File: src/design/eeprom_defines.svh
`ifndef EEPROM_DEFINES_SVH
`define EEPROM_DEFINES_SVH

// 24C16 organisation, 2K x 8
`define EE_ADDR_W 11
`define EE_DATA_W 8

// upper nibble of the device-select byte
`define EE_DEV_TYPE 4'b1010

// CLK cycles per quarter of one scl period
`define EE_SCL_QUARTER 2

`endif

File: src/design/eeprom_pkg.sv
`default_nettype none

`include "eeprom_defines.svh"

package eeprom_pkg;

    typedef logic [`EE_ADDR_W-1:0] ee_addr_t;
    typedef logic [`EE_DATA_W-1:0] ee_data_t;

    typedef struct packed
    {
        logic     rd;   // random read, else byte write
        ee_addr_t addr;
        ee_data_t data;
    } ee_req_t;

    typedef struct packed
    {
        ee_data_t rd_data;
        logic     nack;
    } ee_result_t;

    typedef enum logic [3:0]
    {
        seq_idle,
        seq_start,
        seq_ctrl_wr,
        seq_addr,
        seq_data_wr,
        seq_restart,
        seq_ctrl_rd,
        seq_data_rd,
        seq_stop,
        seq_finish
    } ee_seq_state_e;

endpackage

`default_nettype wire

File: src/design/eeprom_req_regs.sv
`timescale 1ns/1ps
`default_nettype none

module eeprom_req_regs
(
    input  logic                   CLK,
    input  logic                   RESET,
    input  logic                   wr,
    input  logic                   rd,
    input  eeprom_pkg::ee_addr_t   addr,
    input  eeprom_pkg::ee_data_t   wr_data,
    input  logic                   done,
    input  eeprom_pkg::ee_result_t result,
    output logic                   start,
    output eeprom_pkg::ee_req_t    req,
    output logic                   busy,
    output logic                   ack,
    output logic                   nack,
    output eeprom_pkg::ee_data_t   rd_data
);

    logic accept;

    assign accept = !busy && (wr || rd); // strobes during busy are dropped

    always_ff @(posedge CLK)
    begin
        if (RESET)
        begin
            start <= 1'b0;
            busy  <= 1'b0;
            ack   <= 1'b0;
            nack  <= 1'b0;
        end
        else
        begin
            start <= 1'b0;
            ack   <= 1'b0;
            if (accept)
            begin
                start <= 1'b1;
                busy  <= 1'b1;
            end
            else if (done)
            begin
                busy <= 1'b0;
                ack  <= 1'b1;
                nack <= result.nack;
            end
        end
    end

    always_ff @(posedge CLK)
    begin
        if (accept)
        begin
            req.rd   <= !wr;     // wr has priority
            req.addr <= addr;
            req.data <= wr_data;
        end
        if (done && req.rd)
            rd_data <= result.rd_data;  // writes keep the old value
    end

    a_ack_pulse: assert property (@(posedge CLK) disable iff (RESET)
        ack |=> !ack);

    // a request ends only while one is running
    a_done_busy: assert property (@(posedge CLK) disable iff (RESET)
        done |-> busy);

endmodule

`default_nettype wire

File: config.mk
export PLATFORM = sky130hd
export DESIGN_NAME = eeprom_req_regs
export DESIGN_NICKNAME = d
export VERILOG_FILES = /design/src/design/eeprom_pkg.sv /design/src/design/eeprom_req_regs.sv
export VERILOG_INCLUDE_DIRS = /design/src /design/src/design
export SDC_FILE = /design/constraint.sdc
export NUM_CORES = 1
export LEC_CHECK = 0
export ABC_AREA = 1
export BUFFER_PORTS_ARGS = -buffer_cell sky130_fd_sc_hd__clkbuf_2
export CAP_MARGIN = 5
export CORE_MARGIN = 2
export CORE_UTILIZATION = 36
export CTS_CLUSTER_DIAMETER = 40
export CTS_CLUSTER_SIZE = 40
export DETAILED_ROUTE_END_ITERATION = 7
export PLACE_DENSITY = 0.74
export SYNTH_ARGS = -nofsm -noshare
export SYNTH_HDL_FRONTEND = slang
export SYNTH_SLANG_ARGS = --single-unit
File: constraint.sdc
create_clock -name CLK -period 0.95 [get_ports CLK]
set_input_delay 0.0475 -clock CLK [delete_from_list [all_inputs] [get_ports CLK]]
set_output_delay 0.0475 -clock CLK [all_outputs]
set_load 0.005 [all_outputs]
* Yosys cells after proc, flatten, opt, wreduce, memory -nomap -nowiden
Cells that the tools add are included.
** Storage, ports and cells
- Register bits :: 32
- Input port bits :: 33
** Operators by class
- Multiplexer cells :: 4
- Bitwise operators :: 1
- Reduce and logical (&&, ||, !) cells :: 8
** Operator list (number)
- 1-bit 2-to-1 mux :: 4
- 1-bit logical AND :: 2
- 1-bit logical NOT :: 2
- 2-bit AND reduction :: 1
- 2-bit nonzero test :: 1
- 2-bit OR reduction :: 1
- 1-bit logical OR :: 1
- 1-bit inverter :: 1

* Depth between registers and ports, before layout
- Depth after elaboration :: 4
- Gate-level depth with buffers :: 5

* Least setup slack after synthesis
Ideal clock, no wire load.
- Kind :: flip-flop to flip-flop
- Start :: register busy
- End :: register req[0] (netlist name), enable pin
- Setup time :: 0.342 ns
- Arrival :: 0.710 ns
- Path slack :: -0.102 ns
- Cell stages (with the launch flop) :: 4
- Buffers on the path :: 0
- Clock period less this slack :: 1.052 ns
- Cells stage by stage :: dfxtp_1 -> clkinv_1 -> o21ai_4 -> inv_2
** On the way
- Longest elaborated chain between the ends :: 2
** RTL lines
- start, declared :: line eeprom_req_regs.sv:16 : output logic busy,
- start signal, assigned :: line eeprom_req_regs.sv:31 : busy <= 1'b0;
- start signal, assigned :: line eeprom_req_regs.sv:42 : busy <= 1'b1;
- start signal, assigned :: line eeprom_req_regs.sv:46 : busy <= 1'b0;
- 1-bit logical NOT :: line eeprom_req_regs.sv:24 : assign accept = !busy && (wr || rd);
- 1-bit logical AND :: line eeprom_req_regs.sv:24
- via accept :: line eeprom_req_regs.sv:22 : logic accept;
- end, declared :: line eeprom_req_regs.sv:15 : output eeprom_pkg::ee_req_t req,
The timed path passes the listed nets, and every way through them passes these cells.
A chain may end at the register's enable or synchronous reset.

* Worst setup path in the final report
Ends and elaborated chain as after synthesis.

==> results.toml <==
[drt]
drtIter0Drc = 10
routed_wirelength_um = 2400
drc_errors = 0
vias = 782
wl_per_cell_um = 13.2
ant_nets = 0
firstDrtPassIters = 4
vias_per_cell = 4.30

[global_routing]
antenna_found_initial = 0
grt_util_met2_pct = 29.7
gr-usage-met3_pct = 5.22
grt_pass1_wl_um = 3680
grt_overflow = 0
busiest_layer = "met2"
track_usage_pct = 16.1
grt_max_degree = 22
first_global_vias = 825
grt_util_met1_pct = 14.7

[floorplan]
core_area_mm2 = 0.00271
num_rows = 19
die_area_mm2 = 0.00324
die_h_um = 57.0
die_w_um = 57.0
ios = 65
start_util_pct = 37.3

[clock_network]
worstSkewPairLatency_ns = 0.32
cts.path.max_buffers = 2
cts_buffers = 5
cts_tree = "yes"
cts.sinks = 32
cts_root_buffer = "clkbuf_4"
clk_pin_slew_ns = 0.09
h-tree-depth = 2

[power_and_ir_drop]
p_int_mw = 2.13
p_per_area_mw_per_mm2 = 1590
power_switching_mw = 0.606
finalPower_mw = 2.74
switching_share_pct = 22.2
ir_drop_mv = 1.26
power_frac_comb_pct = 13.5
power_leakage_nw = 0.784
power_frac_seq_pct = 61.4
power_frac_clock_pct = 25.2

[timing]
tightest_slew_ns = 0.187
hold_viol = 0
final-max-slew-violation-count = 0
post-route-period-util_pct = 98.8
setup_viol = 0
fmax_mhz = 1070
finalSetupTns_ns = 0
relSlewSlack_pct = 87.5
clock_skew_ns = 0.00629
finalHoldWorstSlack_ns = 0.0115
rsz0062_at_grt = "true"
min_period_ns = 0.939

[worst_setup_path]
r2r_start = "busy$_SDFFE_PP0P_"
setup.worst_path.class = "reg -> reg"
critPathLaunch = "busy$_SDFFE_PP0P_"
reg2reg_slack_ns = 0.01
crit_path_end_kind = "flop"
crit_fanout = 21
start_kind = "flop"
crit_required_ns = 0.97
worstPathArrival_ns = 0.96

[hold_path]
holdCritStartpoint = "done"
hp-class = "in -> reg"

[final_layout]
synthToLayoutAreaGrowth_pct = 70.9
diodes = 0
final_nets = 184
drive_above_1_share_pct = 51.7
final_util_pct = 63.7
design_area_mm2 = 0.00173

[place]
hpwl_um = 1530
dpl-instance-area_mm2 = 0.00138
port-buffer-count = 64
place_congestion = 0.717

[synthesis]
ys_seq_area_share_pct = 91.2
synth_area_mm2 = 0.00101
syn_nets = 83
yosys_warnings = 0
syn-instance-count = 50
synth.distinct_cells = 11
ys_ff_latch = 32
syn_avg_cell_area_um2 = 20.2

[outcome]
outcome = "finished clean"

[run]
maxCapViolCount = 0
==> layout by cell type, fill, tap and decap left out <==
cell type	count
inv_1	3
buf_6	1
nand3_1	1
edfxtp_1	28
clkbuf_4	5
inv_6	1
nand2_1	3
a21oi_2	1
dfxtp_1	3
nor2_1	5
dfxtp_2	1
inv_4	1
clkbuf_2	64
o21ai_4	1
clkinv_2	1
nor2_2	1
inv_2	1
clkbuf_1	1
dlygate4sd3_1	29
==> state kept, by name, summed over array words and instances, names as in the netlist <==
register	count
ack	1
rd_data	8
start	1
busy	1
nack	1
req	20
==> power by group through the flow <==
| stage | Clock [mW] | Combinational (mW) | Sequential, mW |
|---|---|---|---|
| detailed placement | 0 | 0.268 | 1.71 |
| global route | 0.778 | 0.405 | 1.69 |
| CTS | 0.716 | 0.366 | 1.68 |
| finish | 0.689 | 0.369 | 1.68 |
| global placement | 0 | 0.258 | 1.71 |
| floorplan | 0 | 0.0671 | 1.72 |
==> Yosys cell counts (all sizes together) <==
master  count  area (µm²)
clkinv      1        3.75
o21ai       1        16.3
nor2        6        25.0
nand3       1        5.00
nand2       3        11.3
inv         5        18.8
a21oi       1        8.76
dfxtp       4        80.1
edfxtp     28         841
==> critical path, cell delays in order, from the launching register on <==
cell and delay [ns]:
dfxtp_2 0.34, inv_4 0.06, o21ai_4 0.07, inv_6 0.17
==> logic make-up after synthesis <==
group	after synthesis	synth area share, %
flops	32	91.2
buf+inv	6	2.23
simple gates	10	4.09
compound gates	2	2.48
==> repair_timing <==
| action | in CTS | in global routing |
|---|---|---|
| setup buffers | 0 | 0 |
| endpoints found under the hold margin | 31 | 0 |
| gates resized for setup | 4 | 2 |
| endpoints found under the setup margin | 30 | 13 |
| hold buffers | 29 | 0 |
==> per-layer routing <==
layer,vias to the layer above,wire [µm]
met4,0,84
li1,377,-
met2,41,1330
met3,8,174
met1,356,813
met5,-,0
==> metrics by stage <==
stage / setup slack (ns) / cells
floorplan: 0.00196 / 50
global placement: -0.00231 / 146
detailed placement: -0.0474 / 146
CTS: 0.0179 / 182
global route: -0.0199 / 182
finish: 0.0111 / 182
==> cell type report <==
type / count / area (µm²)
clock buffer: 6 / 41.3
clock inverter: 1 / 5.00
fill: 217 / 985
inverter: 6 / 30.0
multi-input combinational: 12 / 66.3
sequential: 32 / 922
tap: 31 / 38.8
timing repair buffer: 94 / 622
==> path summary, 6_finish.rpt <==
kind | endpoint | depth (start not counted)
setup reg to reg | req[0]$_DFFE_PP_ | 3
setup / recovery | req[0]$_DFFE_PP_ | 3
hold reg to reg | nack$_SDFFE_PP0P_ | 2
hold / removal | ack$_SDFF_PP0_ | 3
No activity file was read; power rests on OpenSTA's default activity.
