`src/design/eeprom_defines.svh`:
```
`ifndef EEPROM_DEFINES_SVH
`define EEPROM_DEFINES_SVH

// 24C16 organisation, 2K x 8
`define EE_ADDR_W 11
`define EE_DATA_W 8

// upper nibble of the device-select byte
`define EE_DEV_TYPE 4'b1010

// CLK cycles per quarter of one scl period
`define EE_SCL_QUARTER 2

`endif

```
`src/design/i2c_bus_pkg.sv`:
```
`default_nettype none

package i2c_bus_pkg;

    typedef logic [7:0] bus_byte_t;

    typedef enum logic [1:0]
    {
        op_start,
        op_stop,
        op_write,
        op_read
    } bus_op_e;

    // mack set means the master acknowledges a read byte
    typedef struct packed
    {
        bus_op_e   op;
        bus_byte_t data;
        logic      mack;
    } bus_cmd_t;

    typedef struct packed
    {
        bus_byte_t data;
        logic      no_ack; // ninth bit seen released
    } bus_rsp_t;

    typedef enum logic [1:0]
    {
        bit_idle,
        bit_start,
        bit_stop,
        bit_byte
    } bit_state_e;

endpackage

`default_nettype wire

```
`src/design/i2c_bit_engine.sv`:
```
`timescale 1ns/1ps
`default_nettype none

`include "eeprom_defines.svh"

module i2c_bit_engine
(
    input  logic                  CLK,
    input  logic                  RESET,
    input  logic                  cmd_valid,
    input  i2c_bus_pkg::bus_cmd_t cmd,
    input  logic                  sda_in,
    output logic                  cmd_done,
    output i2c_bus_pkg::bus_rsp_t rsp,
    output logic                  scl,
    output logic                  sda_pull
);

    localparam int QW = (`EE_SCL_QUARTER > 1) ? $clog2(`EE_SCL_QUARTER) : 1;

    i2c_bus_pkg::bit_state_e state;

    logic [QW-1:0] qcnt;
    logic [1:0]    phase;     // quarter within the current scl period
    logic [3:0]    bitcnt;
    logic [8:0]    tx;        // 1 = release sda
    logic [8:0]    rx;
    logic [8:0]    tx_load;
    logic          q_end;

    // reads release the data bits and send the master ack last
    assign tx_load = (cmd.op == i2c_bus_pkg::op_read) ? {8'hff, ~cmd.mack} : {cmd.data, 1'b1};

    assign q_end = (qcnt == QW'(`EE_SCL_QUARTER - 1));

    assign rsp.data   = rx[8:1];
    assign rsp.no_ack = rx[0];

    always_ff @(posedge CLK)
    begin
        if (RESET)
        begin
            state    <= i2c_bus_pkg::bit_idle;
            qcnt     <= '0;
            phase    <= 2'd0;
            bitcnt   <= 4'd0;
            cmd_done <= 1'b0;
            scl      <= 1'b1;
            sda_pull <= 1'b0;
        end
        else
        begin
            cmd_done <= 1'b0;
            case (state)
                i2c_bus_pkg::bit_idle:
                begin
                    // lines hold their last level between commands
                    if (cmd_valid)
                    begin
                        qcnt   <= '0;
                        phase  <= 2'd0;
                        bitcnt <= 4'd0;
                        tx     <= tx_load;
                        scl    <= 1'b0;
                        case (cmd.op)
                            i2c_bus_pkg::op_start:
                            begin
                                state    <= i2c_bus_pkg::bit_start;
                                sda_pull <= 1'b0;
                            end
                            i2c_bus_pkg::op_stop:
                            begin
                                state    <= i2c_bus_pkg::bit_stop;
                                sda_pull <= 1'b1;
                            end
                            default:
                            begin
                                state    <= i2c_bus_pkg::bit_byte;
                                sda_pull <= ~tx_load[8];
                            end
                        endcase
                    end
                end
                default:
                begin
                    if (!q_end)
                    begin
                        qcnt <= qcnt + 1'b1;
                    end
                    else
                    begin
                        qcnt  <= '0;
                        phase <= phase + 2'd1;
                        case (phase)
                            2'd0: scl <= 1'b1;
                            2'd1:
                            begin
                                if (state == i2c_bus_pkg::bit_start)
                                    sda_pull <= 1'b1;     // sda falls with scl high
                                else if (state == i2c_bus_pkg::bit_stop)
                                    sda_pull <= 1'b0;     // sda rises with scl high
                                else
                                    rx <= {rx[7:0], sda_in}; // middle of scl high
                            end
                            2'd2:
                            begin
                                if (state != i2c_bus_pkg::bit_stop)
                                    scl <= 1'b0;
                            end
                            default:
                            begin
                                if (state == i2c_bus_pkg::bit_byte && bitcnt != 4'd8)
                                begin
                                    bitcnt   <= bitcnt + 4'd1;
                                    tx       <= {tx[7:0], 1'b1};
                                    sda_pull <= ~tx[7];   // next bit while scl low
                                end
                                else
                                begin
                                    state    <= i2c_bus_pkg::bit_idle;
                                    cmd_done <= 1'b1;
                                end
                            end
                        endcase
                    end
                end
            endcase
        end
    end

    // the sequencer has to wait for cmd_done before the next command
    a_no_overlap: assert property (@(posedge CLK) disable iff (RESET)
        cmd_valid |-> state == i2c_bus_pkg::bit_idle);

endmodule

`default_nettype wire

```
`config.mk`:
```
export PLATFORM = sky130hd
export DESIGN_NAME = i2c_bit_engine
export DESIGN_NICKNAME = d
export VERILOG_FILES = /design/src/design/i2c_bus_pkg.sv /design/src/design/i2c_bit_engine.sv
export VERILOG_INCLUDE_DIRS = /design/src /design/src/design
export SDC_FILE = /design/constraint.sdc
export NUM_CORES = 1
export LEC_CHECK = 0
export BUFFER_PORTS_ARGS = -buffer_cell sky130_fd_sc_hd__buf_2
export CAP_MARGIN = 20
export CORE_MARGIN = 5
export CORE_UTILIZATION = 40
export DETAILED_ROUTE_END_ITERATION = 12
export PLACE_DENSITY = 0.64
export SYNTH_ARGS = -nofsm -noshare
export SYNTH_HDL_FRONTEND = slang
export SYNTH_SLANG_ARGS = --single-unit
```
`constraint.sdc`:
```
create_clock -name CLK -period 2.2 [get_ports CLK]
set_input_delay 0.22 -clock CLK [delete_from_list [all_inputs] [get_ports CLK]]
set_output_delay 0.22 -clock CLK [all_outputs]
set_load 0.005 [all_outputs]
```
---- Word-level counts from Yosys, hierarchy flattened ----
Cells that the tools add are included.
word-level totals
  output and inout port bits .............. 12
  word-level logic and storage cells ...... 89
  bits of input ports ..................... 15
  register bits after elaboration ......... 29
cells by class
  eq/ne operators ......................... 15
  bitwise gates (word level) .............. 8
  mux-type cells .......................... 36
  add/subtract/negate cells ............... 3
  reduce and logical (&&, ||, !) cells .... 18
operator list
  operator                                             count
  2-to-1 mux 8 bit                                     5
  2-to-1 mux 4 bit                                     5
  2-to-1 mux 2 bit                                     8
  2-to-1 mux 1 bit                                     13
  AND reduction 4 bit                                  3
  AND reduction 5 bit                                  2
  2-to-1 mux 9 bit                                     1
  equality test 2 bit, second input constant           4
  NOT 1 bit                                            8
  equality test 2 x 1 -> 1 bit, second input constant  3
  zero test 2 bit                                      3
  != test 2 x 1 -> 1 bit, second input constant        3
  one-hot mux 1 bit (2 select lines)                   3
  AND reduction 6 bit                                  1
  nonzero test 3 bit                                   2
  OR reduction 6 bit                                   1
  adder 4 x 1 -> 4 bit, second input constant          1
  != test 2 bit, second input constant                 2
  != test 4 x 3 -> 1 bit, second input constant        1
  != test 4 bit, second input constant                 1
  one-hot mux 2 bit (2 select lines)                   1
  nonzero test 2 bit                                   2
  != test 3 x 2 -> 1 bit, second input constant        1
  OR reduction 3 bit                                   1
  other kinds (5)                                      5

---- Logic depth before layout (Yosys ltp) ----
  depth in word-level cells ............... 6
  gate-level depth with buffers ........... 7
  depth with buffers taken out ............ 6

---- Worst setup path after synthesis ----
Ideal clock, no wire load.
  kind .................................... reg-to-reg
  from .................................... register state[0]
  to ...................................... register rx[0], in the netlist rsp[0], enable pin
  setup time .............................. 0.399 ns
  data required time ...................... 1.801 ns
  clock period less this slack ............ 2.260 ns
  stages on the path, launching flop included .. 6
  slack ................................... -0.060 ns
  arrival time ............................ 1.861 ns
  buffers on the path ..................... 1
  path through ............................ dfxtp_1 -> inv_1 -> ha_1 -> buf_6 -> nand2b_1 -> nor4_1
between the ends
  word-level cells in the longest chain between the ends .. 3
  elaborated cells on any way between the ends .. 7
  those cells by class .................... eq/ne: 2; bitwise: 3; reduce/logical: 2
ends and longest elaborated chain
  what                                               line                   source
  from (decl)                                        i2c_bit_engine.sv:21   i2c_bus_pkg::bit_state_e state;
  from (signal assigned)                             i2c_bit_engine.sv:43   state <= i2c_bus_pkg::bit_idle;
  from (signal assigned)                             i2c_bit_engine.sv:68   state <= i2c_bus_pkg::bit_start;
  from (signal assigned)                             i2c_bit_engine.sv:73   state <= i2c_bus_pkg::bit_stop;
  equality test 2 bit, or another cell as far along  i2c_bit_engine.sv:100  else if (state == i2c_bus_pkg::bit_stop)
  NOT 1 bit (no line)                                --
  AND reduction 6 bit (no line) *                    --
  to (signal assigned)                               i2c_bit_engine.sv:103  rx <= {rx[7:0], sda_in};
  to (decl)                                          i2c_bit_engine.sv:27   logic [8:0] rx;
Mark *: on every way between the ends. The rest lies on a longest branch, timed or not.
A chain may end at the register's enable or synchronous reset.

---- Worst setup path after layout ----
  from .................................... register state[0]
  to ...................................... register tx[1], enable pin
between the ends
  word-level cells in the longest chain between the ends .. 4
  elaborated cells on any way between the ends .. 8
  those cells by class .................... eq/ne: 3; reduce/logical: 5
ends and longest elaborated chain
  what                             line                   source
  equality test 2 bit              i2c_bit_engine.sv:112  if (state == i2c_bus_pkg::bit_byte && bitcnt != 4'd8)
  logical AND 1 bit                i2c_bit_engine.sv:112
  nonzero test 2 bit (no line)     --
  AND reduction 5 bit (no line) *  --
  to (signal assigned)             i2c_bit_engine.sv:63   tx <= tx_load;
  to (signal assigned)             i2c_bit_engine.sv:115  tx <= {tx[7:0], 1'b1};
  to (decl)                        i2c_bit_engine.sv:26   logic [8:0] tx;
Marked as above.

==> summary.txt <==
Worst setup path
  – Crit. path cell count: 6
  – CP Launch Type: flop
  – Slowest cell on the critical path: dfxtp_1
  – Top delay family on crit path: simple AND/OR/NAND/NOR gates
  – Crit Path Category: reg2reg
  – Max incr delay on CP: 380 ps
  – Crit path cell chain: inv_1, ha_1, and3b_2, nand3_2, a21oi_1, buf_4
  – Req. time, crit path: between 2000 and 2500 ps
  – Critical Path End: tx[1]
  – R2r startpoint: state[0]
  – R2R Path End: tx[1]
  – WP buf/inv: 2
  – Critical path launch point: state[0]
  – Worst R2R Path Depth: 6
  – Critical Path AT: around 1800 ps
  – R2R Setup Slk: 410 ps
  – Nature of the critical path endpoint: flop
  – Crit-path max FO: 8

Routing
  – Via count: just over 1000
  – Via/cell ratio: about 4.8
  – Pre-antenna DRT Iters: 4
  – WL/cell: around 12 um
  – Initial DRC count: 65
  – Routed Antenna Nets: 0
  – DRC: 0
  – Total routed wirelength: about 2.5 mm

Finish
  – Area of the multi-input gates: roughly 580 um^2
  – Area Growth Syn to Fin: 17.3%
  – Layout cells sized above 1: 25.6%
  – Storage cell area: roughly 750 um^2
  – Final net count: 188
  – Fillers: between 300 and 400
  – N_diodes: 0

CTS
  – CTS tree: done
  – CTS Sinks: 29
  – Hold_buf cts: 0
  – Worst skew pair latency: 320 ps
  – Total CTS buffers: 5
  – Clock Tree Buf Depth: 2
  – Setup bufs post-CTS: 0
  – Worst-path clk slew: roughly 80 ps
  – Post_cts resized: 0
  – CTS root buf: clkbuf_4
  – H-tree depth: 2

STA
  – Unrepaired setup endpoints after global routing: false
  – Clock skew: between 10 and 15 ps
  – FMAX: ~560 MHz
  – Slew Viols, Final: 0
  – Final setup TNS: 0 ps
  – Crit share post-route: 81.5%
  – Worst-margin pin slew: approximately 340 ps
  – Final min period: around 1800 ps
  – WHS: around 75 ps
  – Endpoints failing setup: 0
  – Max transition margin: slightly below 80%
  – Final hold vios: 0

Floorplanning
  – Ports: 27
  – Die Y: 68.8 um
  – Die Wd: 68.8 um
  – Core footprint: between 3000 and 4000 um^2
  – Initial Utilization: ~41%
  – Row count: 21
  – Die area: about 4700 um^2

Power
  – Switching share of power: 25.9%
  – Static Leak: approximately 0.64 nW
  – Maximum VDD drop: between 300 and 400 uV
  – Int Pwr: approximately 770 uW
  – Combinational Power Share: between 10% and 20%
  – Power share of the clock group: 28.8%
  – Power per cell area: approximately 640 nW/um^2
  – Sequential share of power: roughly three fifths
  – Sw power: around 270 uW

Synth
  – Mapped cell area: approximately 1400 um^2
  – Seq/Total Area, Yosys: around 54%
  – EDFF count, synth: 17
  – Syn nets: 157
  – Primary FF master, synth: edfxtp_1
  – Top cells by count, synth: 26 x nor2_1, 17 x a21oi_1, 17 x edfxtp_1
  – Netlist cell types: 31
  – Warnings, synthesis: 0
  – Synth top area cells: edfxtp_1 37%, dfxtp_1 17%, ha_1 9.0%
  – Most common cell in the netlist: nor2_1
  – Post-Synthesis Cells: ~130
  – Syn Area/Cell: about 10 um^2
  – Synth area leader: edfxtp_1
  – #FFs+latches synth: 29
  – Asr flop ratio synth: 0%
  – Top cell type's share of synthesized area: 36.9%

Global routing
  – Largest net degree at the start of global routing: 21
  – Vias in the first global route: roughly 1000
  – Total GRT Usage: ~13%
  – First-pass GRT wire length: roughly 4.4 mm
  – GR Layer Usage met3: ~4.4%
  – Grt ovf: 0
  – GR Util met1: roughly 15%
  – Initial antenna violation count: 0
  – Gr busiest metal: met2
  – Met2 GRT Util: between 10% and 20%

Place
  – PortBufs: 26
  – DP HPWL: about 1.8 mm
  – Final Wtd Congestion: around 0.79

Flow run
  – Max_cap viols: 0

Worst hold path
  – Hold crit path type: in2reg

Outcome
  – Status: finished, final reports clean
[cell type report]
type | count | share of cell area (%)
clock buffer | 6 | 2.55
clock inverter | 2 | 0.617
inverter | 7 | 1.62
multi-input combinational | 91 | 36.0
sequential | 29 | 46.3
tap | 46 | 3.55
timing repair buffer | 29 | 9.41
[metrics by stage]
| stage | area [um^2] | power (mW) | setup slack (ps) | cells | util, % |
|---|---|---|---|---|---|
| detailed placement | 1570 | 0.758 | 411 | 202 | 47.1 |
| global route | 1620 | 1.10 | 284 | 210 | 48.6 |
| finish | 1620 | 1.05 | 407 | 210 | 48.6 |
| global placement | 1570 | 0.753 | 469 | 202 | 47.1 |
| floorplan | 1390 | 0.719 | 239 | 132 | - |
| CTS | 1620 | 1.06 | 389 | 210 | 48.6 |
[power by group through the flow]
stage / clock (mW) / combinational, mW / sequential [mW]
after floorplan: 0 / 0.101 / 0.618
after global routing: 0.338 / 0.155 / 0.610
after detailed placement: 0 / 0.137 / 0.621
after global placement: 0 / 0.133 / 0.620
final: 0.301 / 0.136 / 0.608
after CTS: 0.315 / 0.138 / 0.609
[kinds of logic after synthesis]
group                      count (synthesis)  share of synthesized area (%)
xor gates and xnor gates                   2                           1.27
muxes                                      2                           1.81
DFF                                       29                           54.3
and+or+nand+nor                           51                           18.8
AOI/OAI and AO/OA                         26                           10.8
adders and majority gates                 10                           9.05
buffers and inverters                     12                           3.98
[flip-flops by register name, indices dropped and copies added, names as in the netlist]
signal	cells
state	2
cmd_done	1
q_end	1
scl	1
phase	2
sda_pull	1
rsp	9
bitcnt	4
tx	8
[per-layer routing]
metal	up-vias	wire [um]
met4	0	27
li1	523	-
met2	19	1200
met3	4	120
met5	-	0
met1	462	1180
[cells in the final DEF, fill, tap and decap left out, types with 2 or more instances in the layout]
| cell type | Yosys | final |
|---|---|---|
| ha_1 | 10 | 10 |
| a31oi_1 | 4 | 4 |
| buf_4 | 0 | 3 |
| nand2b_1 | 6 | 6 |
| xor2_1 | 2 | 2 |
| edfxtp_1 | 17 | 17 |
| nand4_1 | 3 | 3 |
| nand3_1 | 2 | 2 |
| nor2_1 | 26 | 26 |
| nor2b_1 | 2 | 2 |
| inv_1 | 7 | 7 |
| buf_2 | 2 | 26 |
| clkbuf_4 | 0 | 5 |
| clkinv_2 | 0 | 2 |
| dfxtp_1 | 12 | 12 |
| and2_1 | 2 | 2 |
| nand2_1 | 2 | 2 |
| a21oi_1 | 17 | 17 |
| a22oi_1 | 2 | 2 |
[how the worst min path moves through the flow]
stage               startpoint  endpoint  slack (ps)  cells past startpoint
finish                  sda_in    rsp[0]          80                      1
global route            sda_in    rsp[0]          60                      1
CTS                     sda_in    rsp[0]          60                      1
detailed placement      sda_in    rsp[0]         400                      1
global placement        sda_in    rsp[0]         400                      1
floorplan               sda_in    rsp[0]         320                      0
No activity file was read; power rests on OpenSTA's default activity.
