[src/design/eeprom_defines.svh]
`ifndef EEPROM_DEFINES_SVH
`define EEPROM_DEFINES_SVH

// 24C16 organisation, 2K x 8
`define EE_ADDR_W 11
`define EE_DATA_W 8

// upper nibble of the device-select byte
`define EE_DEV_TYPE 4'b1010

// CLK cycles per quarter of one scl period
`define EE_SCL_QUARTER 2

`endif

[src/design/i2c_bus_pkg.sv]
`default_nettype none

package i2c_bus_pkg;

    typedef logic [7:0] bus_byte_t;

    typedef enum logic [1:0]
    {
        op_start,
        op_stop,
        op_write,
        op_read
    } bus_op_e;

    // mack set means the master acknowledges a read byte
    typedef struct packed
    {
        bus_op_e   op;
        bus_byte_t data;
        logic      mack;
    } bus_cmd_t;

    typedef struct packed
    {
        bus_byte_t data;
        logic      no_ack; // ninth bit seen released
    } bus_rsp_t;

    typedef enum logic [1:0]
    {
        bit_idle,
        bit_start,
        bit_stop,
        bit_byte
    } bit_state_e;

endpackage

`default_nettype wire

[src/design/eeprom_pkg.sv]
`default_nettype none

`include "eeprom_defines.svh"

package eeprom_pkg;

    typedef logic [`EE_ADDR_W-1:0] ee_addr_t;
    typedef logic [`EE_DATA_W-1:0] ee_data_t;

    typedef struct packed
    {
        logic     rd;   // random read, else byte write
        ee_addr_t addr;
        ee_data_t data;
    } ee_req_t;

    typedef struct packed
    {
        ee_data_t rd_data;
        logic     nack;
    } ee_result_t;

    typedef enum logic [3:0]
    {
        seq_idle,
        seq_start,
        seq_ctrl_wr,
        seq_addr,
        seq_data_wr,
        seq_restart,
        seq_ctrl_rd,
        seq_data_rd,
        seq_stop,
        seq_finish
    } ee_seq_state_e;

endpackage

`default_nettype wire

[src/design/eeprom_sequencer.sv]
`timescale 1ns/1ps
`default_nettype none

`include "eeprom_defines.svh"

module eeprom_sequencer
(
    input  logic                    CLK,
    input  logic                    RESET,
    input  logic                    start,
    input  eeprom_pkg::ee_req_t     req,
    input  logic                    cmd_done,
    input  i2c_bus_pkg::bus_rsp_t   rsp,
    output logic                    cmd_valid,
    output i2c_bus_pkg::bus_cmd_t   cmd,
    output logic                    done,
    output eeprom_pkg::ee_result_t  result
);

    eeprom_pkg::ee_seq_state_e state;
    eeprom_pkg::ee_seq_state_e nxt_state;

    i2c_bus_pkg::bus_cmd_t  nxt_cmd;
    i2c_bus_pkg::bus_byte_t dev_sel;
    eeprom_pkg::ee_data_t   rd_q;
    logic                   nack_q;
    logic                   issued;     // command of this state sent
    logic                   slave_nack;

    // device select with the write bit and bits 10..8 as block address
    assign dev_sel = {`EE_DEV_TYPE, req.addr[10:8], 1'b0};

    // only bytes we sent carry a slave acknowledge
    assign slave_nack = rsp.no_ack && (cmd.op == i2c_bus_pkg::op_write);

    assign result.rd_data = rd_q;
    assign result.nack    = nack_q;

    always_comb
    begin
        nxt_cmd.op   = i2c_bus_pkg::op_write;
        nxt_cmd.data = 8'hff;
        nxt_cmd.mack = 1'b0;
        nxt_state    = state;
        case (state)
            eeprom_pkg::seq_start:
            begin
                nxt_cmd.op = i2c_bus_pkg::op_start;
                nxt_state  = eeprom_pkg::seq_ctrl_wr;
            end
            eeprom_pkg::seq_ctrl_wr:
            begin
                nxt_cmd.data = dev_sel;
                nxt_state    = slave_nack ? eeprom_pkg::seq_stop : eeprom_pkg::seq_addr;
            end
            eeprom_pkg::seq_addr:
            begin
                nxt_cmd.data = req.addr[7:0];
                if (slave_nack)
                    nxt_state = eeprom_pkg::seq_stop;
                else if (req.rd)
                    nxt_state = eeprom_pkg::seq_restart;
                else
                    nxt_state = eeprom_pkg::seq_data_wr;
            end
            eeprom_pkg::seq_data_wr:
            begin
                nxt_cmd.data = req.data;
                nxt_state    = eeprom_pkg::seq_stop;
            end
            eeprom_pkg::seq_restart:
            begin
                nxt_cmd.op = i2c_bus_pkg::op_start; // repeated start
                nxt_state  = eeprom_pkg::seq_ctrl_rd;
            end
            eeprom_pkg::seq_ctrl_rd:
            begin
                nxt_cmd.data = {dev_sel[7:1], 1'b1};
                nxt_state    = slave_nack ? eeprom_pkg::seq_stop : eeprom_pkg::seq_data_rd;
            end
            eeprom_pkg::seq_data_rd:
            begin
                nxt_cmd.op   = i2c_bus_pkg::op_read;
                nxt_cmd.mack = 1'b0;   // single byte without master ack
                nxt_state    = eeprom_pkg::seq_stop;
            end
            eeprom_pkg::seq_stop:
            begin
                nxt_cmd.op = i2c_bus_pkg::op_stop;
                nxt_state  = eeprom_pkg::seq_finish;
            end
            default:
            begin
                nxt_state = state;
            end
        endcase
    end

    always_ff @(posedge CLK)
    begin
        if (RESET)
        begin
            state     <= eeprom_pkg::seq_idle;
            issued    <= 1'b0;
            cmd_valid <= 1'b0;
            done      <= 1'b0;
            nack_q    <= 1'b0;
        end
        else
        begin
            cmd_valid <= 1'b0;
            done      <= 1'b0;
            case (state)
                eeprom_pkg::seq_idle:
                begin
                    if (start)
                    begin
                        state  <= eeprom_pkg::seq_start;
                        nack_q <= 1'b0;
                    end
                end
                eeprom_pkg::seq_finish:
                begin
                    done  <= 1'b1;
                    state <= eeprom_pkg::seq_idle;
                end
                default:
                begin
                    if (!issued)
                    begin
                        cmd_valid <= 1'b1;
                        issued    <= 1'b1;
                    end
                    else if (cmd_done)
                    begin
                        issued <= 1'b0;
                        state  <= nxt_state;
                        if (slave_nack)
                            nack_q <= 1'b1;
                    end
                end
            endcase
        end
    end

    always_ff @(posedge CLK)
    begin
        if (!issued && state != eeprom_pkg::seq_idle)
            cmd <= nxt_cmd;
        if (state == eeprom_pkg::seq_data_rd && issued && cmd_done)
            rd_q <= rsp.data;
    end

    // bit engine stays silent while no transaction runs
    a_idle_quiet: assert property (@(posedge CLK) disable iff (RESET)
        state == eeprom_pkg::seq_idle |-> !cmd_done);

endmodule

`default_nettype wire

[config.mk]
export PLATFORM = sky130hd
export DESIGN_NAME = eeprom_sequencer
export DESIGN_NICKNAME = d
export VERILOG_FILES = /design/src/design/i2c_bus_pkg.sv /design/src/design/eeprom_pkg.sv /design/src/design/eeprom_sequencer.sv
export VERILOG_INCLUDE_DIRS = /design/src /design/src/design
export SDC_FILE = /design/constraint.sdc
export NUM_CORES = 1
export LEC_CHECK = 0
export ABC_AREA = 1
export ABC_CLOCK_PERIOD_IN_PS = 1900
export BUFFER_PORTS_ARGS = -buffer_cell sky130_fd_sc_hd__buf_2
export CAP_MARGIN = 20
export CORE_AREA = 2 2 78 43
export DETAILED_ROUTE_END_ITERATION = 8
export DIE_AREA = 0 0 80 45
export GPL_TIMING_DRIVEN = 0
export PLACE_DENSITY = 0.75
export SLEW_MARGIN = 20
export SYNTH_ARGS = -nofsm -noshare
export SYNTH_HDL_FRONTEND = slang
export SYNTH_SLANG_ARGS = --single-unit
[constraint.sdc]
create_clock -name CLK -period 1.9 [get_ports CLK]
set_clock_uncertainty 0.1 [all_clocks]
set_input_delay 0.095 -clock CLK [delete_from_list [all_inputs] [get_ports CLK]]
set_output_delay 0.095 -clock CLK [all_outputs]
set_load 0.005 [all_outputs]
; After elaboration in Yosys (flattened, before gate mapping)
; Cells that the tools add are included.
[totals]
latch_bits = 0
elab_cells = 59
out_inout_bits = 22
reg_bits = 26
in_bits = 33
rom_bits = 0
memories = 0
ramBits = 0
[op_classes]
mul = 0
div = 0
reduce_logical = 19
mux = 20
add_sub_neg = 0
eq_ne = 11
shift = 0
magnitude_cmp = 0
bitwise = 1
[ops]
columns = op, n
row1 = $pmux W8 S4, 1
row2 = $pmux W4 S7, 1
row3 = $mux W4, 6
row4 = $eq A4 B3 Y1 const B, 4
row5 = $mux W1, 9
row6 = $reduce_bool A9 Y1, 1
row7 = $eq A4 B2 Y1 const B, 2
row8 = $eq A4 B4 Y1 const B, 2
row9 = $pmux W4 S2, 1
row10 = $pmux W2 S3, 1
row11 = $reduce_bool A2 Y1, 3
row12 = $reduce_bool A3 Y1, 2
row13 = $reduce_or A2 Y1, 3
row14 = $reduce_and A5 Y1, 1
row15 = $eq A4 B1 Y1 const B, 1
row16 = $logic_and A1 B1 Y1, 4
row17 = $logic_not A4 Y1, 1
row18 = $reduce_and A4 Y1, 1
row19 = $reduce_bool A4 Y1, 1
row20 = $reduce_or A3 Y1, 1
row21 = $eq A2 B2 Y1 const B, 1
row22 = $ne A2 B2 Y1 const B, 1
row23 = $pmux W1 S2, 1
row24 = $logic_not A1 Y1, 1
row25 = $not A1 Y1, 1

; Logic depth before layout (Yosys ltp)
; Gate-level depths: netlist (run 1).
[depth]
ltp_word = 7
depth_mapped = 10

; Worst setup path after synthesis (run 1)
; Ideal clock, no wire load.
[synth_timing]
kind = register -> register
from = reg state[2]
to = reg cmd[10] (netlist bit), enable pin
t_arrival_ps = 1139
path_buffers = 0
stages_incl_launch_ff = 5
required_ps = 1423
path_slack_ps = 284
path_cell_list = dfxtp_1 > nor2_2 > nand2_2 > inv_1 > nor2_1
[synth_between]
elab_chain_len = 2
[synth_lines]
columns = item, line_no
row1 = start: declaration, eeprom_sequencer.sv:20  ; eeprom_pkg::ee_seq_state_e state;
row2 = start signal: assignment, eeprom_sequencer.sv:103  ; state <= eeprom_pkg::seq_idle;
row3 = start signal: assignment, eeprom_sequencer.sv:118  ; state <= eeprom_pkg::seq_start;
row4 = start signal: assignment, eeprom_sequencer.sv:125  ; state <= eeprom_pkg::seq_idle;
row5 = $reduce_bool A4 Y1, eeprom_sequencer.sv:148  ; if (!issued && state != eeprom_pkg::seq_idle)
row6 = $logic_and A1 B1 Y1, eeprom_sequencer.sv:148
row7 = end signal: assignment, eeprom_sequencer.sv:149  ; cmd <= nxt_cmd;
row8 = end: declaration, eeprom_sequencer.sv:15  ; output i2c_bus_pkg::bus_cmd_t cmd,
; No other way between the ends.
; A chain may end at the register's enable or synchronous reset.

; Final worst setup path (run 1)
[layout_timing]
from = reg state[2]
to = reg rd_q[5], enable pin
[layout_between]
elab_chain_len = 3
[layout_lines]
columns = item, line_no
row1 = $eq A4 B3 Y1, eeprom_sequencer.sv:150  ; if (state == eeprom_pkg::seq_data_rd && issued && cmd_done)
row2 = $logic_and A1 B1 Y1 (2 in series), eeprom_sequencer.sv:150
row3 = end signal: assignment, eeprom_sequencer.sv:151  ; rd_q <= rsp.data;
row4 = end: declaration, eeprom_sequencer.sv:25  ; eeprom_pkg::ee_data_t rd_q;
; No other way between the ends.

==> results by group, run 1 <==
Run status
  – Status: complete, no violations

Yosys
  – Synth warnings: 0
  – Avg Inst Size Synth: 8.845 µm²
  – Sequential area share after synthesis: 54.63%
  – Count of state elements after synthesis: 26
  – Cell variety after synth: 24
  – Cells after synthesis: 145
  – Mapped cell area: 1282 µm²
  – Syn nets: 178

Clock tree
  – Worst-path clk slew: 0.09 ns
  – Later-pin clock latency in the skew report: 0.27 ns
  – Sink Count: 26
  – Clock buffer depth: 2
  – Root Driver: clkbuf_8
  – CTS tree: done
  – Num CTS Buffers: 3
  – H-tree depth: 1
  – Number of setup buffers added after CTS: 0

Global route
  – Total GRT Usage: 17.91%
  – First-pass GRT wire length: 4.664 mm
  – Pin count of the biggest net entering global routing: 16
  – Initial antenna violation count: 0
  – Vias in the first global route: 957
  – Gr ovfl total: 0

STA
  – Final Hold Fails: 0
  – Worst relative slew slack: 57.35%
  – RSZ-0062 raised after global routing: no
  – Fin. max-slew vios: 0
  – Worst slew pin tran: 0.6374 ns
  – Final period utilization: 86.83%
  – Crit path time final: 1.650 ns
  – Endpoints failing setup: 0
  – Fmax: 606.1 MHz
  – Hold slack final: 0.01037 ns
  – Sum Neg Setup Slack: 0 ns

Floorplan
  – Initial Util: 44.64%
  – Die X: 80 µm
  – Rows: 14
  – I/O Pins: 55
  – Core ar.: 2873 µm²
  – DIE HEIGHT: 45 µm
  – Die area: 3600 µm²

Placed design
  – Routability Congestion: 0.9440
  – Cells after DPL: 237
  – Area after DPL: 1593 µm²
  – IO Port Bufs: 52
  – Hpwl dp: 2.377 mm

Finish
  – Non-filler cells, final: 249
  – Area Overhead vs Synth: 36.20%
  – Share of layout cells above drive strength 1: 38.76%
  – Final #Nets: 243
  – Inserted Diodes: 0
  – Finished Cell Area: 1747 µm²

Worst setup path
  – Crit path kind: reg -> reg
  – Cell breakdown of the critical path: nand4_1, nor2_1
  – Critical path arrival: 1.47 ns
  – CP Launch Type: flip-flop
  – Crit path max fanout: 8
  – Largest stage delay, worst path: 0.53 ns
  – CP endpoint kind: flip-flop
  – Worst path slowest cell: nor2_1
  – Critical Path RT: 1.72 ns

Power and ir drop
  – P_leak: 0.7289 nW
  – Max rail drop VDD: 0.4075 mV
  – PwrDens: 695.2 nW/µm²

Drt
  – DRT Pass-1 Iters: 4
  – Drt drc: 0
  – Vias/cell: 4.610
  – DRT Wirelength: 3.004 mm
  – Initial drt markers: 65
  – Post-DRT Antenna Nets: 0
  – Routed via count: 1148
  – Post-DR wirelength/cell: 12.06 µm

Min path
  – Min-Delay Path Class: in -> reg

Job
  – Max-cap violations: 0
## stage by stage
stage	setup slack [ns]	utilization, %	power [mW]
5_1_grt	0.09045	60.80	1.267
3_5_place_dp	0.01090	55.44	0.7534
6_report	0.2502	60.80	1.214
3_3_place_gp	-0.01040	55.44	0.7526
4_1_cts	0.2409	60.80	1.221
2_1_floorplan	0.2838	-	0.6993
## cell type report
| type | instances | area (µm²) |
|---|---|---|
| fill | 256 | 1126 |
| sequential | 26 | 700.7 |
| multi-input combinational | 103 | 509.2 |
| timing repair buffer | 60 | 340.3 |
| tap | 40 | 50.05 |
| inverter | 12 | 45.04 |
| clock buffer | 3 | 41.29 |
| clock inverter | 1 | 30.03 |
| buffer | 4 | 30.03 |
## flip-flops by register name, summed over array words and instances (netlist names)
signal,count
cmd_valid,1
rd_q,8
nack_q,1
done,1
cmd,10
issued,1
state,4
## worst max-delay path, delay by kind of cell, from the launching register on
family	cells	cell delay, ns
DFF	1	0.47
and+or+nand+nor	2	0.72
## final timing paths
check                              start  endpoint  slack, ns  cells after the start
worst min-delay path              req[8]    cmd[1]       0.01                      3
worst max-delay path            state[2]   rd_q[5]       0.25                      2
worst max register to register  state[2]   rd_q[5]       0.25                      2
worst min register to register    nack_q    nack_q       0.38                      2
## layout by cell type, fill, tap and decap left out, drive strengths merged
cell,count
dfxtp,8
nand4,6
nand3,8
conb,1
buf,56
and3b,1
inv,12
o21a,1
dlygate4sd3,8
bufinv,1
clkbuf,3
nand2,53
nand3b,1
nor2,21
o21ai,3
nor3,1
a21oi,7
edfxtp,18
## synth_stat cells
cell type   n  area (µm²)
nand2_1    44       165.2
nand3_4     1       17.52
conb_1      1       3.750
a21oi_1     7       35.03
inv_2       5       18.77
nand2_2     8       50.05
edfxtp_1   18       540.5
nor3_1      1       5.000
nand3_1     7       35.03
buf_4       2       15.01
and3b_1     1       8.760
nand3b_1    1       7.510
o21a_1      1       7.510
inv_1       7       26.28
nor2_2      5       31.28
nand2_4     1       11.26
o21ai_1     1       5.000
buf_1       1       3.750
nor2_8      1       20.02
o21ai_0     2       10.01
nor2_1     15       56.30
buf_6       1       11.26
nand4_1     6       37.54
dfxtp_1     8       160.2
## kinds of logic after synthesis
kind of cell / synth area share, %
other: 0.2924
DFF: 54.63
buffers and inverters: 5.854
AOI/OAI and AO/OA: 4.487
and+or+nand+nor: 34.73
## routing by layer
layer / track usage [%] / up-vias / part of all wire, % / wire length, µm
met5: 0 / - / 0 / 0
met2: 24.17 / 40 / 39 / 1181
met1: 27.18 / 502 / 52 / 1549
met4: 5.085 / 0 / 0.77 / 23
li1: - / 604 / - / -
met3: 6.000 / 2 / 8.3 / 250
## power breakdown
part	total, mW	internal (mW)	switching (mW)
Combinational	0.126	0.0602	0.0654
Sequential	0.628	0.620	0.00862
Clock	0.460	0.282	0.178
Total	1.21	0.962	0.252
## timing repair
| item | 4_1_cts | 5_1_grt |
|---|---|---|
| resized for setup | 1 | 0 |
| hold buffers | 8 | 0 |
| endpoints found under the setup margin | 10 | 0 |
| hold endpoints to repair | 8 | 0 |
(Power assumes the default switching activity.)
==> run 2: changes to the inputs <==
- ABC_CLOCK_PERIOD_IN_PS: 1900 -> 1600
- clock period: 1.9 -> 1.6 ns (I/O delays scaled with it)
==> run 2 against run 1 <==
The run now ends with negative hold slack left. Critical endpoint is now cmd[5]. Global-route usage increased by 0.76 points. Largest cell class unchanged. Largest power group unchanged. Register-to-register slack worse by 0.15 ns. Clock power up 18%. Die area unchanged. Utilization up 1.0 points.
==> results by group, run 2 (synthesized netlist as in run 1, its figures left out) <==
Power and ir drop
  – Max rail drop VDD: 0.6511 mV
  – PwrDens: 819.0 nW/µm²
  – P_leak: 0.7380 nW
  – Pwr Total: 1.455 mW

Min path
  – Min-Delay Path Class: in -> reg
  – Worst hold stages: 3

Clock tree
  – Sink Count: 26
  – Worst-path clk slew: 0.09 ns
  – Later-pin clock latency in the skew report: 0.27 ns
  – H-tree depth: 1
  – Num CTS Buffers: 3
  – Clock buffer depth: 2
  – Root Driver: clkbuf_8
  – CTS tree: done

Drt
  – Drt drc: 0
  – DRT Pass-1 Iters: 4
  – Post-DR wirelength/cell: 12.72 µm
  – Vias/cell: 4.804
  – Post-DRT Antenna Nets: 0
  – Met2 WL: 1.357 mm
  – Routed via count: 1201
  – Routed met1 length: 1.444 mm
  – Max layer used: met4
  – Initial drt markers: 59
  – DRT Wirelength: 3.181 mm
  – Detail Route met3 WL: 355 µm

Finish
  – Top reg by flops: cmd
  – Non-filler cells, final: 250
  – Most frequent cells in the layout: 52 x buf_2, 44 x nand2_1, 18 x edfxtp_1, 13 x nor2_1
  – Fill count: 239
  – Largest registers: cmd x10, rd_q x8, state x4
  – Share of layout cells above drive strength 1: 40.95%
  – Area Overhead vs Synth: 38.54%
  – Final #Nets: 244
  – Inserted Diodes: 0
  – Max FFs per register: 10
  – Finished Cell Area: 1777 µm²
  – Commonest non-fill, non-tap cell in the layout: buf_2

Global route
  – Total GRT Usage: 18.66%
  – Pin count of the biggest net entering global routing: 16
  – Vias in the first global route: 1065
  – Initial antenna violation count: 0
  – First-pass GRT wire length: 5.030 mm
  – Gr ovfl total: 0

Placed design
  – Cells after DPL: 237
  – IO Port Bufs: 52
  – DP Worst Slack: -0.09485 ns
  – Hpwl dp: 2.478 mm
  – Area after DPL: 1595 µm²
  – Routability Congestion: 0.9139

Worst setup path
  – Most frequent cell on the critical path: nor2_1
  – Crit path max fanout: 8
  – Worst path depth: 6
  – Cell breakdown of the critical path: nor2_2, inv_2, nor2_1, nor2_1, nand2_2, nand3_1
  – Critical Path RT: 1.51 ns
  – CP Launch Type: flip-flop
  – CP delay by family, top: simple AND/OR/NAND/NOR gates
  – CP endpoint kind: flip-flop
  – Largest stage delay, worst path: 0.38 ns
  – Critical path arrival: 1.41 ns
  – Worst path slowest cell: dfxtp_2
  – Buf/Inv on CP: 1
  – Crit path kind: reg -> reg
  – Cell depth of the worst flop-to-flop path: 6

Floorplan
  – Core ar.: 2873 µm²
  – DIE HEIGHT: 45 µm
  – Die X: 80 µm
  – Rows: 14
  – Initial Util: 44.64%
  – Die area: 3600 µm²
  – I/O Pins: 55

Run status
  – Failing checks: negative hold slack
  – Status: finished with violations

Job
  – Max-cap violations: 0

STA
  – Hold slack final: -0.0001728 ns
  – Endpoints failing setup: 0
  – RSZ-0062 raised after global routing: no
  – Fmax: 667.3 MHz
  – Min setup slack post-route: 0.1014 ns
  – Final period utilization: 93.66%
  – Crit path time final: 1.499 ns
  – Final Hold Fails: 1
  – Fin. max-slew vios: 0
run 2: cell types whose count changed in the layout (fill, tap and decap cells not counted):
cell     change
inv_2        +1
dfxtp_2      +2
buf_12       +1
nor2_4       +1
dfxtp_1      -2
inv_1        -1
nor2_1       -1
run 2: timing repair:
action	in CTS	in global routing
pin swaps	0	2
setup buffers	0	1
endpoints found under the hold margin	8	0
hold buffers	8	0
endpoints found under the setup margin	19	28
resized for setup	2	3
run 2: final cells by class:
type,count,area (µm²),area share (%)
Buffer,4,30.03,1.690
Clock buffer,3,41.29,2.324
Clock inverter,1,30.03,1.690
Inverter,12,45.04,2.535
Multi-Input combinational cell,103,516.7,29.08
Sequential cell,26,703.2,39.58
Tap cell,40,50.05,2.817
Timing Repair Buffer,61,360.3,20.28
run 2: power breakdown:
group	total, mW	switching (mW)	internal, mW	leakage, nW
Clock	0.542	0.207	0.335	0.0357
Combinational	0.166	0.0841	0.0823	0.486
Sequential	0.747	0.0109	0.736	0.216
run 2: worst register-to-register path, cell delays in order (launching register included):
cell and delay [ns]:
dfxtp_2 0.38, nor2_2 0.19, inv_2 0.10, nor2_1 0.12
nor2_1 0.08, nand2_2 0.16, nand3_1 0.11
run 2: worst paths after layout:
kind	startpoint	endpoint	slack (ns)
hold / removal	req[10]	cmd[3]	-0.0002
hold reg to reg	nack_q	nack_q	0.38
setup reg to reg	state[2]	cmd[5]	0.10
setup / recovery	state[2]	cmd[5]	0.10
run 2: metal layers:
layer / vias to the layer above / global-route usage, %
li1: 604 / -
met1: 536 / 26.03
met2: 59 / 29.50
met3: 2 / 6.000
met4: 0 / 3.051
met5: - / 0
run 2: per-stage QoR:
stage	setup TNS (ns)	util, %
after floorplan	0	-
after global placement	-0.4328	55.53
after detailed placement	-1.615	55.53
after CTS	0	61.06
after global routing	0	61.85
final	0	61.85
==> run 3: changes to the inputs <==
- RECOVER_POWER: unset -> 25
==> run 3 against run 2 <==
The run now ends clean. Power is 0.15% lower. Highest routed layer unchanged. Die area stayed put. Sequential power hardly changed. First-iteration DRC count is 12% higher.
==> results by group, run 3 (synthesized netlist as in run 1, its figures left out) <==
Drt
  – Routed via count: 1220
  – DRT Pass-1 Iters: 4
  – Post-DRT Antenna Nets: 0
  – DRT Wirelength: 3.195 mm
  – Initial drt markers: 66
  – Post-DR wirelength/cell: 12.78 µm
  – Vias/cell: 4.880
  – Drt drc: 0

STA
  – Fin. max-slew vios: 0
  – Crit path time final: 1.498 ns
  – Final Hold Fails: 0
  – Endpoints failing setup: 0
  – Min setup slack post-route: 0.1015 ns
  – RSZ-0062 raised after global routing: no
  – Sum Neg Setup Slack: 0 ns
  – Final period utilization: 93.65%
  – Fmax: 667.4 MHz

Finish
  – Top reg by flops: cmd
  – Commonest non-fill, non-tap cell in the layout: buf_2
  – Area Overhead vs Synth: 38.15%
  – Layout Utilization: 61.67%
  – Most frequent cells in the layout: 48 x buf_2, 44 x nand2_1, 18 x edfxtp_1, 13 x nor2_1
  – Max FFs per register: 10
  – Inserted Diodes: 0
  – Final #Nets: 244
  – Largest registers: cmd x10, rd_q x8, state x4
  – Share of layout cells above drive strength 1: 39.05%
  – Fill count: 242

Worst setup path
  – Critical Path RT: 1.67 ns
  – CP endpoint kind: flip-flop
  – Crit path kind: reg -> reg
  – Crit path max fanout: 11
  – Critical path arrival: 1.57 ns
  – CP Launch Type: flip-flop

Floorplan
  – DIE HEIGHT: 45 µm
  – Die X: 80 µm
  – I/O Pins: 55
  – Initial Util: 44.64%
  – Die area: 3600 µm²
  – Rows: 14
  – Core ar.: 2873 µm²

Clock tree
  – Later-pin clock latency in the skew report: 0.27 ns
  – Root Driver: clkbuf_8
  – H-tree depth: 1
  – Sink Count: 26
  – Clock buffer depth: 2
  – Num CTS Buffers: 3
  – CTS tree: done
  – Worst-path clk slew: 0.09 ns

Global route
  – Total GRT Usage: 18.66%
  – Gr ovfl total: 0
  – Vias in the first global route: 1065
  – First-pass GRT wire length: 5.030 mm
  – Pin count of the biggest net entering global routing: 16
  – Initial antenna violation count: 0

Job
  – Max-cap violations: 0

Run status
  – Status: complete, no violations

Min path
  – Min-Delay Path Class: in -> reg

Power and ir drop
  – Max rail drop VDD: 0.6514 mV
  – P_leak: 0.7249 nW
  – PwrDens: 820.1 nW/µm²

Placed design
  – Routability Congestion: 0.9139
  – DP Worst Slack: -0.09485 ns
  – IO Port Bufs: 52
  – Hpwl dp: 2.478 mm
[run 3: cell types whose count changed in the layout (fill, tap and decap cells not counted)]
cell / change
clkbuf_1: +4
buf_2: -4
[run 3: per-layer routing]
metal / track usage [%] / part of all wire (%)
met1: 26.03 / 46
met2: 29.50 / 42
met3: 6.000 / 11
met4: 3.051 / 0.72
met5: 0 / 0
[run 3: final timing paths]
kind	end	slack, ns	startpoint	cells after the start
min reg2reg	nack_q	0.37	nack_q	2
max reg2reg	cmd_valid	0.10	state[1]	7
min	cmd[3]	0.002	req[10]	3
max	cmd_valid	0.10	state[1]	7
[run 3: final cells by class]
type / instances / area, µm² / share of cell area (%)
Sequential cell: 26 / 703.2 / 39.69
Multi-Input combinational cell: 103 / 516.7 / 29.17
Timing Repair Buffer: 61 / 355.3 / 20.06
Tap cell: 40 / 50.05 / 2.825
Inverter: 12 / 45.04 / 2.542
Clock buffer: 3 / 41.29 / 2.331
Clock inverter: 1 / 30.03 / 1.695
Buffer: 4 / 30.03 / 1.695
[run 3: power breakdown]
part | switching (mW) | internal, mW
sequential | 0.0111 | 0.736
combinational | 0.0844 | 0.0817
clock | 0.205 | 0.335
total | 0.301 | 1.15
[run 3: metrics by stage]
step / total power, mW / hold WS (ns) / area, µm² / std cells
floorplan: 0.8315 / 0.07887 / 1285 / 145
global placement: 0.8924 / 0.1602 / 1595 / 237
detailed placement: 0.8979 / 0.1660 / 1595 / 237
CTS: 1.449 / 0.003563 / 1754 / 249
global route: 1.510 / 0.01069 / 1772 / 250
finish: 1.453 / 0.001594 / 1772 / 250
[run 3: critical path, cell delays in order (launching register included)]
cell,delay [ns]
dfxtp_1,0.32
buf_6,0.13
nor2_2,0.22
nand2_2,0.13
inv_1,0.14
nor2_4,0.06
buf_12,0.14
and3b_1,0.15
[run 3: timing repair]
action,in CTS,in global routing
pin swaps,0,2
hold buffers,8,0
setup endpoints to repair,19,28
buffers inserted,0,1
gates resized for setup,2,3
endpoints found under the hold margin,8,0
